===== src/include/bridge_macros.svh =====
`ifndef BRIDGE_MACROS_SVH
`define BRIDGE_MACROS_SVH

`define BRIDGE_DATA_W        8
`define BRIDGE_FIFO_DEPTH    16
`define BRIDGE_MEM_SIZE      256

// Host addresses from here up map onto the register block
`define BRIDGE_REG_BASE      32'h3FFF_F000

`define BRIDGE_FB_ADDR_RST   32'h000C_0000
`define BRIDGE_FB_CONFIG_RST 32'h0000_003F

// Opcode byte at the head of each command
`define BRIDGE_OP_RESET      8'h00
`define BRIDGE_OP_READ       8'h01
`define BRIDGE_OP_WRITE      8'h02

`endif

===== src/logic/bridge_pkg.sv =====
`include "bridge_macros.svh"

package bridge_pkg;

    typedef logic [`BRIDGE_DATA_W-1:0]           byte_t;
    typedef logic [31:0]                         addr_t;
    typedef logic [31:0]                         size_t;
    typedef logic [31:0]                         word_t;
    typedef logic [$clog2(`BRIDGE_MEM_SIZE)-1:0] mem_addr_t;
    typedef logic [9:0]                          reg_idx_t;

    typedef enum logic [1:0]
    {
        parse_opcode,
        parse_addr,
        parse_size,
        parse_ready
    } parse_state_t;

    typedef enum logic [2:0]
    {
        xfer_idle,
        xfer_reset,
        xfer_read,
        xfer_write,
        xfer_reg_out
    } xfer_state_t;

endpackage


===== src/logic/bridge_top.sv =====
`timescale 1ns/1ps

module bridge_top
(
    input  logic              i_clk,
    input  logic              i_rst_n,
    input  logic              i_data_valid,
    input  bridge_pkg::byte_t i_data,
    input  logic              i_data_read,
    output logic              o_input_full,
    output bridge_pkg::byte_t o_data,
    output logic              o_output_empty
);

    logic                 in_empty;
    logic                 in_pop;
    logic                 parser_pop;
    logic                 ctrl_pop;
    bridge_pkg::byte_t    in_data;
    logic                 out_full;
    logic                 out_push;
    bridge_pkg::byte_t    out_data;
    logic                 cmd_valid;
    logic                 clear_cmd;
    bridge_pkg::byte_t    cmd_op;
    bridge_pkg::addr_t    cmd_addr;
    bridge_pkg::size_t    cmd_size;
    logic                 reg_soft_rst;
    logic                 reg_wr_en;
    bridge_pkg::reg_idx_t reg_idx;
    bridge_pkg::word_t    reg_wr_data;
    bridge_pkg::word_t    reg_rd_data;

    // Parser and controller never request a pop in the same cycle
    assign in_pop = parser_pop | ctrl_pop;

    byte_fifo in_fifo_i
    (
        .i_clk   (i_clk),
        .i_rst_n (i_rst_n),
        .i_write (i_data_valid),
        .i_data  (i_data),
        .i_read  (in_pop),
        .o_data  (in_data),
        .o_full  (o_input_full),
        .o_empty (in_empty)
    );

    byte_fifo out_fifo_i
    (
        .i_clk   (i_clk),
        .i_rst_n (i_rst_n),
        .i_write (out_push),
        .i_data  (out_data),
        .i_read  (i_data_read),
        .o_data  (o_data),
        .o_full  (out_full),
        .o_empty (o_output_empty)
    );

    cmd_parser parser_i
    (
        .i_clk       (i_clk),
        .i_rst_n     (i_rst_n),
        .i_empty     (in_empty),
        .i_data      (in_data),
        .i_clear_cmd (clear_cmd),
        .o_pop       (parser_pop),
        .o_cmd_valid (cmd_valid),
        .o_cmd_op    (cmd_op),
        .o_cmd_addr  (cmd_addr),
        .o_cmd_size  (cmd_size)
    );

    transfer_ctrl ctrl_i
    (
        .i_clk          (i_clk),
        .i_rst_n        (i_rst_n),
        .i_cmd_valid    (cmd_valid),
        .i_cmd_op       (cmd_op),
        .i_cmd_addr     (cmd_addr),
        .i_cmd_size     (cmd_size),
        .i_in_empty     (in_empty),
        .i_in_data      (in_data),
        .i_out_full     (out_full),
        .i_reg_rd_data  (reg_rd_data),
        .o_clear_cmd    (clear_cmd),
        .o_in_pop       (ctrl_pop),
        .o_out_push     (out_push),
        .o_out_data     (out_data),
        .o_reg_soft_rst (reg_soft_rst),
        .o_reg_wr_en    (reg_wr_en),
        .o_reg_idx      (reg_idx),
        .o_reg_wr_data  (reg_wr_data)
    );

    dev_regs regs_i
    (
        .i_clk      (i_clk),
        .i_rst_n    (i_rst_n),
        .i_soft_rst (reg_soft_rst),
        .i_wr_en    (reg_wr_en),
        .i_wr_idx   (reg_idx),
        .i_wr_data  (reg_wr_data),
        .i_rd_idx   (reg_idx),
        .o_rd_data  (reg_rd_data)
    );

endmodule


===== src/logic/transfer_ctrl.sv =====
`timescale 1ns/1ps
`include "bridge_macros.svh"

module transfer_ctrl
(
    input  logic                 i_clk,
    input  logic                 i_rst_n,
    input  logic                 i_cmd_valid,
    input  bridge_pkg::byte_t    i_cmd_op,
    input  bridge_pkg::addr_t    i_cmd_addr,
    input  bridge_pkg::size_t    i_cmd_size,
    input  logic                 i_in_empty,
    input  bridge_pkg::byte_t    i_in_data,
    input  logic                 i_out_full,
    input  bridge_pkg::word_t    i_reg_rd_data,
    output logic                 o_clear_cmd,
    output logic                 o_in_pop,
    output logic                 o_out_push,
    output bridge_pkg::byte_t    o_out_data,
    output logic                 o_reg_soft_rst,
    output logic                 o_reg_wr_en,
    output bridge_pkg::reg_idx_t o_reg_idx,
    output bridge_pkg::word_t    o_reg_wr_data
);

    bridge_pkg::xfer_state_t state;
    bridge_pkg::byte_t       mem [0:`BRIDGE_MEM_SIZE-1];
    bridge_pkg::addr_t       cur_addr;
    bridge_pkg::addr_t       end_addr;
    bridge_pkg::mem_addr_t   mem_idx;
    bridge_pkg::word_t       reg_shift;
    logic [1:0]              out_cnt;
    logic                    is_reg;
    logic                    last_addr;
    logic                    cmd_start;
    logic                    op_known;

    // Zero size still moves a single byte
    assign end_addr  = (i_cmd_size == '0) ? i_cmd_addr : i_cmd_addr + i_cmd_size - 1'b1;
    assign is_reg    = (i_cmd_addr >= `BRIDGE_REG_BASE);
    assign last_addr = (cur_addr == end_addr);
    assign mem_idx   = cur_addr[$bits(bridge_pkg::mem_addr_t)-1:0];
    assign cmd_start = (state == bridge_pkg::xfer_idle) && i_cmd_valid;
    assign op_known  = (i_cmd_op == `BRIDGE_OP_RESET) || (i_cmd_op == `BRIDGE_OP_READ)
                    || (i_cmd_op == `BRIDGE_OP_WRITE);

    assign o_in_pop   = (state == bridge_pkg::xfer_write) && !i_in_empty;
    assign o_out_push = ((state == bridge_pkg::xfer_read) || (state == bridge_pkg::xfer_reg_out))
                     && !i_out_full;
    assign o_out_data = (state == bridge_pkg::xfer_reg_out) ? reg_shift[7:0] : mem[mem_idx];

    assign o_reg_soft_rst = (state == bridge_pkg::xfer_reset);
    assign o_reg_idx      = i_cmd_addr[11:2];
    assign o_reg_wr_data  = i_cmd_size;
    assign o_reg_wr_en    = cmd_start && (i_cmd_op == `BRIDGE_OP_WRITE) && is_reg;

    always_comb
    begin
        case (state)
            bridge_pkg::xfer_idle:    o_clear_cmd = cmd_start && (!op_known || o_reg_wr_en);
            bridge_pkg::xfer_reset:   o_clear_cmd = 1'b1;
            bridge_pkg::xfer_read:    o_clear_cmd = o_out_push && last_addr;
            bridge_pkg::xfer_write:   o_clear_cmd = o_in_pop && last_addr;
            bridge_pkg::xfer_reg_out: o_clear_cmd = o_out_push && (out_cnt == 2'd3);
            default:                  o_clear_cmd = 1'b0;
        endcase
    end

    always_ff @(posedge i_clk)
    begin
        if (!i_rst_n)
        begin
            state   <= bridge_pkg::xfer_idle;
            out_cnt <= '0;
        end
        else if (state == bridge_pkg::xfer_idle)
        begin
            out_cnt <= '0;
            if (cmd_start)
            begin
                case (i_cmd_op)
                    `BRIDGE_OP_RESET: state <= bridge_pkg::xfer_reset;
                    `BRIDGE_OP_READ:  state <= is_reg ? bridge_pkg::xfer_reg_out
                                                      : bridge_pkg::xfer_read;
                    `BRIDGE_OP_WRITE:
                    begin
                        if (!is_reg)
                            state <= bridge_pkg::xfer_write;
                    end
                    default:          ;
                endcase
            end
        end
        else
        begin
            if ((state == bridge_pkg::xfer_reg_out) && o_out_push)
                out_cnt <= out_cnt + 1'b1;
            if (o_clear_cmd)
                state <= bridge_pkg::xfer_idle;
        end
    end

    // Address counter and register read shifter
    always_ff @(posedge i_clk)
    begin
        if (cmd_start)
        begin
            cur_addr  <= i_cmd_addr;
            reg_shift <= i_reg_rd_data;
        end
        else
        begin
            if (o_in_pop || ((state == bridge_pkg::xfer_read) && o_out_push))
                cur_addr <= cur_addr + 1'b1;
            if ((state == bridge_pkg::xfer_reg_out) && o_out_push)
                reg_shift <= reg_shift >> 8;
        end
    end

    always_ff @(posedge i_clk)
    begin
        if (o_in_pop)
            mem[mem_idx] <= i_in_data;
    end

endmodule


===== src/logic/dev_regs.sv =====
`timescale 1ns/1ps
`include "bridge_macros.svh"

module dev_regs
(
    input  logic                 i_clk,
    input  logic                 i_rst_n,
    input  logic                 i_soft_rst,
    input  logic                 i_wr_en,
    input  bridge_pkg::reg_idx_t i_wr_idx,
    input  bridge_pkg::word_t    i_wr_data,
    input  bridge_pkg::reg_idx_t i_rd_idx,
    output bridge_pkg::word_t    o_rd_data
);

    localparam bridge_pkg::reg_idx_t FB_ADDR_IDX   = 10'd1;
    localparam bridge_pkg::reg_idx_t FB_CONFIG_IDX = 10'd2;

    bridge_pkg::word_t fb_addr;
    bridge_pkg::word_t fb_config;

    always_ff @(posedge i_clk)
    begin
        if (!i_rst_n || i_soft_rst)
        begin
            fb_addr   <= `BRIDGE_FB_ADDR_RST;
            fb_config <= `BRIDGE_FB_CONFIG_RST;
        end
        else if (i_wr_en)
        begin
            if (i_wr_idx == FB_ADDR_IDX)
                fb_addr <= i_wr_data;
            if (i_wr_idx == FB_CONFIG_IDX)
                fb_config <= i_wr_data;
        end
    end

    always_comb
    begin
        case (i_rd_idx)
            FB_ADDR_IDX:   o_rd_data = fb_addr;
            FB_CONFIG_IDX: o_rd_data = fb_config;
            default:       o_rd_data = '0;
        endcase
    end

endmodule


===== src/logic/cmd_parser.sv =====
`timescale 1ns/1ps

module cmd_parser
(
    input  logic              i_clk,
    input  logic              i_rst_n,
    input  logic              i_empty,
    input  bridge_pkg::byte_t i_data,
    input  logic              i_clear_cmd,
    output logic              o_pop,
    output logic              o_cmd_valid,
    output bridge_pkg::byte_t o_cmd_op,
    output bridge_pkg::addr_t o_cmd_addr,
    output bridge_pkg::size_t o_cmd_size
);

    bridge_pkg::parse_state_t state;
    logic [1:0]               byte_cnt;

    // Stop pulling bytes once a full command is held
    assign o_pop       = !i_empty && (state != bridge_pkg::parse_ready);
    assign o_cmd_valid = (state == bridge_pkg::parse_ready);

    always_ff @(posedge i_clk)
    begin
        if (!i_rst_n)
        begin
            state    <= bridge_pkg::parse_opcode;
            byte_cnt <= '0;
        end
        else
        begin
            case (state)
                bridge_pkg::parse_opcode:
                begin
                    if (o_pop)
                        state <= bridge_pkg::parse_addr;
                end
                bridge_pkg::parse_addr:
                begin
                    if (o_pop)
                    begin
                        byte_cnt <= byte_cnt + 1'b1;
                        if (byte_cnt == 2'd3)
                            state <= bridge_pkg::parse_size;
                    end
                end
                bridge_pkg::parse_size:
                begin
                    if (o_pop)
                    begin
                        byte_cnt <= byte_cnt + 1'b1;
                        if (byte_cnt == 2'd3)
                            state <= bridge_pkg::parse_ready;
                    end
                end
                default:
                begin
                    if (i_clear_cmd)
                        state <= bridge_pkg::parse_opcode;
                end
            endcase
        end
    end

    // Fields fill least significant byte first
    always_ff @(posedge i_clk)
    begin
        if (o_pop)
        begin
            case (state)
                bridge_pkg::parse_opcode: o_cmd_op   <= i_data;
                bridge_pkg::parse_addr:   o_cmd_addr <= {i_data, o_cmd_addr[31:8]};
                bridge_pkg::parse_size:   o_cmd_size <= {i_data, o_cmd_size[31:8]};
                default:                  ;
            endcase
        end
    end

endmodule


===== src/logic/byte_fifo.sv =====
`timescale 1ns/1ps
`include "bridge_macros.svh"

module byte_fifo
(
    input  logic              i_clk,
    input  logic              i_rst_n,
    input  logic              i_write,
    input  bridge_pkg::byte_t i_data,
    input  logic              i_read,
    output bridge_pkg::byte_t o_data,
    output logic              o_full,
    output logic              o_empty
);

    localparam int PTR_W = $clog2(`BRIDGE_FIFO_DEPTH);
    localparam int CNT_W = $clog2(`BRIDGE_FIFO_DEPTH + 1);

    bridge_pkg::byte_t buffer [0:`BRIDGE_FIFO_DEPTH-1];
    logic [PTR_W-1:0]  wr_ptr;
    logic [PTR_W-1:0]  rd_ptr;
    logic [CNT_W-1:0]  count;
    logic              wr_en;
    logic              rd_en;

    assign o_full  = (count == CNT_W'(`BRIDGE_FIFO_DEPTH));
    assign o_empty = (count == '0);
    assign wr_en   = i_write && !o_full;
    assign rd_en   = i_read && !o_empty;

    // Head entry is always visible
    assign o_data = buffer[rd_ptr];

    always_ff @(posedge i_clk)
    begin
        if (!i_rst_n)
        begin
            wr_ptr <= '0;
            rd_ptr <= '0;
            count  <= '0;
        end
        else
        begin
            if (wr_en)
                wr_ptr <= wr_ptr + 1'b1;
            if (rd_en)
                rd_ptr <= rd_ptr + 1'b1;
            if (wr_en && !rd_en)
                count <= count + 1'b1;
            else if (rd_en && !wr_en)
                count <= count - 1'b1;
        end
    end

    always_ff @(posedge i_clk)
    begin
        if (wr_en)
            buffer[wr_ptr] <= i_data;
    end

endmodule


===== config.mk =====
export PLATFORM = sky130hd
export DESIGN_NAME = bridge_top
export DESIGN_NICKNAME = d
export VERILOG_FILES = /design/src/logic/bridge_pkg.sv /design/src/logic/bridge_top.sv /design/src/logic/transfer_ctrl.sv /design/src/logic/dev_regs.sv /design/src/logic/cmd_parser.sv /design/src/logic/byte_fifo.sv
export VERILOG_INCLUDE_DIRS = /design/src /design/src/include
export SDC_FILE = /design/constraint.sdc
export NUM_CORES = 2
export LEC_CHECK = 0
export BUFFER_PORTS_ARGS = -buffer_cell sky130_fd_sc_hd__clkbuf_2
export CORE_ASPECT_RATIO = 1.5
export CORE_MARGIN = 2
export CORE_UTILIZATION = 40
export CTS_BUF_LIST = sky130_fd_sc_hd__clkbuf_2 sky130_fd_sc_hd__clkbuf_4 sky130_fd_sc_hd__clkbuf_8
export DETAILED_ROUTE_END_ITERATION = 12
export GPL_TIMING_DRIVEN = 1
export PLACE_DENSITY_LB_ADDON = 0.15
export SLEW_MARGIN = 15
export SYNTH_ARGS = -nofsm -noshare
export SYNTH_HDL_FRONTEND = slang
export SYNTH_SLANG_ARGS = --single-unit

===== constraint.sdc =====
create_clock -name i_clk -period 4.5 [get_ports i_clk]
set_input_delay 1.35 -clock i_clk [delete_from_list [all_inputs] [get_ports i_clk]]
set_output_delay 1.35 -clock i_clk [all_outputs]
set_load 0.02 [all_outputs]

# --- Word level (Yosys, flattened, before mapping) ---
# Memory sizes are Yosys's and may differ from the RTL's. A register that Yosys moved wholly into a read port is not among the register bits.
# Cells that the tools add are included.
classes:
  add_sub_neg: 13
  magnitude_cmp: 1
  bitwise: 2
  mux: 36
  eq_ne: 25
  reduce_logical: 58
ops:
  columns: ["cell", "n"]
  rows:
  - ["$mux W32", 5]
  - ["$pmux W32 S2", 1]
  - ["$add A32 B1 Y32 const B", 1]
  - ["$add A32 B32 Y32", 1]
  - ["$eq A32 B32 Y1", 1]
  - ["$ge A32 B30 Y1 const B", 1]
  - ["$logic_not A32 Y1", 1]
  - ["$sub A32 B1 Y32 const B", 1]
  - ["$logic_and A1 B1 Y1", 20]
  - ["$mux W5", 4]
  - ["$add A4 B1 Y4 const B", 4]
  - ["$mux W4", 4]
  - ["$mux W8", 2]
  - ["$mux W3", 5]
  - ["$mux W2", 6]
  - ["$reduce_and A2 Y1", 6]
  - ["$add A5 B1 Y5 const B", 2]
  - ["$eq A10 B1 Y1 const B", 1]
  - ["$eq A10 B2 Y1 const B", 1]
  - ["$eq A5 B5 Y1 const B", 2]
  - ["$logic_not A1 Y1", 10]
  - ["$logic_not A5 Y1", 2]
  - ["$reduce_bool A2 Y1", 5]
  - ["$sub A5 B1 Y5 const B", 2]
  - ["other kinds (26)", 47]
word_totals:
  n_memories: 3
  input_bits: 12
  elab_cells: 155
  register_bits: 235
  ramBits: 2304
mem_list:
  columns: ["name", "depth", "width", "read_ports", "rd_ports_with_merged_regs", "write_ports", "line_no", "rtl"]
  rows:
  - ["ctrl_i.mem", 256, 8, 1, 1, 1, "transfer_ctrl.sv:27", "bridge_pkg::byte_t mem [0:`BRIDGE_MEM_SIZE-1];"]
  - ["in_fifo_i.buffer", 16, 8, 1, 1, 1, "byte_fifo.sv:19", "bridge_pkg::byte_t buffer [0:`BRIDGE_FIFO_DEPTH-1];"]
  - ["out_fifo_i.buffer", 16, 8, 1, 1, 1, "byte_fifo.sv:19", null]

# --- Longest topological paths before layout ---
depth:
  ltp_word: 9
  mapped_depth: 17
  mapped_depth_nobuf: 16

# --- By module ---
# A second synthesis with hierarchy kept.
hier_totals:
  hier_cells: 5296
  hier_area_um2: 103727.0
by_module_without_submodules:
  columns: ["module", "n_inst", "area_each_um2", "cells_each", "seq_area_each_um2"]
  rows:
  - ["transfer_ctrl", 1, 86788.2, 4238, 63681.1]
  - ["byte_fifo", 2, 5750.5, 307, 4184.0]
  - ["dev_regs", 1, 2967.8, 338, 1281.2]
  - ["cmd_parser", 1, 2463.6, 105, 2242.2]
  - ["bridge_top", 1, 6.3, 1, 0.0]

# --- Worst setup path before layout ---
# OpenSTA, ideal clock, no wires.
synth_timing:
  path_type: "register to register"
  from: "register parser_i.o_cmd_size[1]"
  to: "register parser_i.state[1]"
  stages_incl_launch_ff: 18
  required_ns: 4.428
  arrival_ns: 3.796
  slack_ns: 0.633
  synth_period_minus_slack_ns: 3.867
  path_cell_list: "edfxtp_1 inv_1 ha_1 inv_1 ha_1 fa_1 a21o_1 a221o_1 clkbuf_1 a2111oi_2 nor4_1 o31ai_1 xnor2_1 o31ai_1 nor4_1 o2111ai_1 a21oi_1 mux2i_1"
synth_via:
  elab_chain_cells: 8
  word_cells_on_any_way: 10
  cone_classes: "2 x add/sub; 1 x eq/ne; 2 x mux; 5 x reduce/logical"
synth_rtl:
  columns: ["element", "line_no", "rtl"]
  rows:
  - ["start, declared", "cmd_parser.sv:14", "output bridge_pkg::size_t o_cmd_size"]
  - ["start signal, assigned", "cmd_parser.sv:74", "bridge_pkg::parse_size: o_cmd_size <= {i_data, o_cmd_size[31:8]};"]
  - ["$add A32 B32 Y32", "transfer_ctrl.sv:39", "assign end_addr = (i_cmd_size == '0) ? i_cmd_addr : i_cmd_addr + i_cmd_size - 1'b1;"]
  - ["$sub A32 B1 Y32", "transfer_ctrl.sv:39", null]
  - ["$mux W32 (*)", "transfer_ctrl.sv:39", null]
  - ["$eq A32 B32 Y1 (*)", "transfer_ctrl.sv:41", "assign last_addr = (cur_addr == end_addr);"]
  - ["$logic_and A1 B1 Y1 (on tied branches)", "transfer_ctrl.sv:63, transfer_ctrl.sv:62", null]
  - ["$pmux W1 S5 (*)", "transfer_ctrl.sv:59", "case (state)"]
  - ["$reduce_bool A4 Y1 (no line) (*)", null, null]
  - ["$reduce_and A6 Y1 (no line) (*)", null, null]
  - ["end signal, assigned", "cmd_parser.sv:28", "state <= bridge_pkg::parse_opcode;"]
  - ["end signal, assigned", "cmd_parser.sv:37", "state <= bridge_pkg::parse_addr;"]
  - ["end signal, assigned", "cmd_parser.sv:45", "state <= bridge_pkg::parse_size;"]
  - ["end, declared", "cmd_parser.sv:17", "bridge_pkg::parse_state_t state;"]
# Mark *: on every way between the ends. The rest lies on a longest branch, timed or not.
# A chain may end at the register's enable or synchronous reset.

# --- Final worst setup path ---
layout_timing:
  from: "register parser_i.o_cmd_size[9]"
  to: "register parser_i.state[1]"
# The elaborated chain is that of the path after synthesis.

==> out/metrics.csv <==
stage,metric,value,unit
run_status,status,finished clean,
worst_setup_path,worst r2r src,parser_i.o_cmd_size[9],
timing,"Setup violations, final",0,
job,total of max-cap violations,0,
die,initial core utilization,40.2,%
timing,Max Transition Viols Final,0,
worst_hold_path,Min-Delay Endpoint,regs_i.fb_config[9],
detailed_routing,Initial DRT Pass Iterations,5,
synth,Synth Flop Type,edfxtp_1,
global_routing,vias in the first global route,53900,
cts,Num CTS Buffers,394,
die,IO Pins,22,
synth,Synth Instances,5166,
cts,# hold bufs at CTS,0,
worst_setup_path,r2r setup slk,180,ps
synth,"EDFF count, synth",2440,
synth,synthesis-stage register bit count,2555,
pwr,Max rail drop VDD,0.000388,V
placement,IO buf count,21,
die,die height,624,um
pwr,Power Total,64000,uW
detailed_routing,mean number of vias per cell,5.53,
worst_hold_path,HP Start,regs_i.fb_config[9],
synth,sequential fraction of the synthesis area,73.7,%
pwr,pwr dens,550,mW/mm2
global_routing,global route total overflow,0,
global_routing,Global Route Usage Sum,20.5,%
timing,setup TNS,0,ps
global_routing,pin count of the biggest net entering global routing,112,
timing,Slew HR,19.6,%
worst_hold_path,Hold WC Path Type,reg -> reg,
detailed_routing,Wirelength per Cell,28.9,um
timing,Worst Skew,73.1,ps
cts,maximum clock insertion buffer count,4,
worst_setup_path,CP arrival,5200,ps
worst_setup_path,"Max FO, Critical Path",8,
die,core area,0.255,mm2
cts,Root Driver,clkbuf_8,
die,area of the die,0.261,mm2
detailed_routing,initial drt markers,4162,
cts,"CTS clk-pin slew, worst paths",60,ps
cts,CTS tree,done,
timing,min Tclk post-route,4320,ps
timing,Hold Fails Final Rpt,0,
cells_and_area,Layout Nets,5700,
timing,fin worst setup slack,177,ps
pwr,Lkg Pwr,0.0367,uW
die,row count,227,
die,chip width,417,um
placement,placed cells,8517,
cts,H-tree levels,5,
cells_and_area,area grow syn2layout,13.5,%
cells_and_area,share of layout cells above drive strength 1,29.3,%
timing,RSZ-0062 raised after global routing,false,
synth,"Cell Area, Synth",0.103,mm2
timing,Hold WS,451,ps
worst_hold_path,Hold Path Cell Cnt,2,
synth,post-synthesis async set-or-reset flop share,0,%
synth,Yosys cell types,63,
timing,Final Cycle Share,96.1,%
worst_setup_path,reg2reg end,parser_i.state[1],
global_routing,initial antenna violation count,9,
cts,"Clk Latency, worst-skew pair",1010,ps
worst_setup_path,path depth of the worst reg2reg path,15,
placement,Placer Congestion,0.881,
detailed_routing,DRC viols,0,
placement,DPL Wire Length,172000,um
detailed_routing,post-route ant nets,0,
synth,Syn Nets,5270,
cells_and_area,final non-filler cell total,9230,
global_routing,first-pass GRT wire length,387000,um
detailed_routing,Vias,51000,
worst_setup_path,Startpoint Class,flop,
synth,Synth Area per Inst,19.9,um2
synth,yosys warns,0,
timing,FMAX,0.231,GHz
cts,clock sinks,2555,
worst_setup_path,Worst EP required,5380,ps
detailed_routing,Routed WL,267000,um
placement,Place WS,67.1,ps
worst_setup_path,Setup CP Type,reg -> reg,
timing,Worst Max-Slew Pin Slew,1210,ps
worst_setup_path,crit end category,flop,
[how the worst max path moves through the flow]
stage | depth (start not counted) | end | slack [ps] | start
finish | 15 | parser_i.state[1] | 180 | parser_i.o_cmd_size[9]
global route | 15 | parser_i.state[1] | 0.6 | parser_i.o_cmd_size[9]
CTS | 19 | parser_i.state[1] | 40 | parser_i.o_cmd_addr[1]
detailed placement | 17 | parser_i.state[1] | 70 | parser_i.o_cmd_addr[1]
global placement | 17 | parser_i.state[1] | -40 | parser_i.o_cmd_addr[1]
floorplan | 17 | parser_i.state[1] | 630 | parser_i.o_cmd_size[1]
[cells in the mapped netlist (39+ instances only)]
cell type,count,area (um2)
o21ai_0,65,325
ha_1,89,1110
inv_1,152,571
a21oi_1,103,515
clkbuf_1,192,721
xor2_1,39,342
nor2_1,381,1430
edfxtp_1,2440,73300
nand2_1,270,1010
nor3_1,40,200
mux4_2,760,17100
dfxtp_1,115,2300
buf_2,61,305
xnor2_1,65,569
[cells by family (layout without fill, tap and decap cells)]
family / after synthesis / in the layout / synth area share (%)
compound gates: 314 / 314 / 1.96
xor+xnor: 104 / 104 / 0.888
fa+ha+maj: 92 / 92 / 1.14
buf+inv: 437 / 1172 / 1.68
flops: 2555 / 2555 / 73.7
mux: 775 / 775 / 16.8
other cells: 0 / 9 / 0
simple gates: 889 / 889 / 3.78
[worst max-delay path, stage by stage, from the launching register on]
cell and delay, ps:
edfxtp_1 430, inv_1 140, ha_1 300, inv_1 40
ha_1 430, nand4_1 150, or4_1 540, a21o_1 200
nand3_1 280, a31oi_1 230, xor2_1 200, o311a_1 310
nor4_2 370, o2111ai_4 220, a21oi_2 190, mux2i_1 180
[layout make-up]
cell class,instances,area (um2)
diodes,9,22.5
clock buffers,522,6480
clock inverters,179,1110
fillers,21800,139000
inverters,153,574
multi-input cells,2174,25400
flip-flops and latches,2555,75600
well taps,3320,4150
repair buffers,318,3050
[flip-flops by register name, indices dropped and copies added (netlist names), named ones only]
| name | flops |
|---|---|
| out_fifo_i.rd_ptr | 4 |
| ctrl_i.cur_addr | 32 |
| out_fifo_i.buffer | 128 |
| in_fifo_i.count | 5 |
| regs_i.fb_addr | 32 |
| regs_i.fb_config | 32 |
| parser_i.byte_cnt | 2 |
| in_fifo_i.wr_ptr | 4 |
| parser_i.o_cmd_addr | 32 |
| ctrl_i.reg_shift | 32 |
| parser_i.state | 2 |
| parser_i.o_cmd_size | 32 |
| out_fifo_i.count | 5 |
| ctrl_i.mem | 2048 |
| parser_i.o_cmd_op | 8 |
| out_fifo_i.wr_ptr | 4 |
| in_fifo_i.rd_ptr | 4 |
| ctrl_i.state | 3 |
| in_fifo_i.buffer | 128 |
| ctrl_i.out_cnt | 2 |
[through the flow]
| step | area (um2) | utilization [%] |
|---|---|---|
| 6_report | 116000 | 45.6 |
| 5_1_grt | 116000 | 45.6 |
| 4_1_cts | 116000 | 45.6 |
| 3_5_place_dp | 109000 | 42.6 |
| 3_3_place_gp | 109000 | 42.6 |
| 2_1_floorplan | 103000 | - |
[report_power, final]
part	switching (uW)	internal, uW	total [uW]
clock	9040	10000	19100
combinational	9440	4590	14000
sequential	432	30500	30900
[cell usage in the layout (no fill, tap or decap), drive strengths merged, types with 16 or more instances in the layout]
master,count
nor2,381
nor3,40
clkinv,152
inv,156
mux4,760
nor4,25
clkbuf,543
a21o,17
nand4,32
nand3,29
nand2,270
buf,297
edfxtp,2440
o21ai,66
ha,89
nor2b,19
xnor2,65
or3,16
and2,38
a221oi,26
dfxtp,115
xor2,39
a21oi,103
[routing by layer]
layer  up-vias  track usage (%)  wire length, um
met5         -                0                0
met2      1268             37.6           145000
met3       420             2.80            10700
li1      21900                -                -
met1     27400             24.5           103000
met4         0             6.92             8740
[repair_timing]
| action | in CTS | in global routing |
|---|---|---|
| endpoints found under the setup margin | 9 | 4 |
| buffers inserted | 3 | 0 |
| resized for setup | 2 | 14 |
| pin swaps | 0 | 4 |
Note: power is estimated with default switching activity, not from simulation.
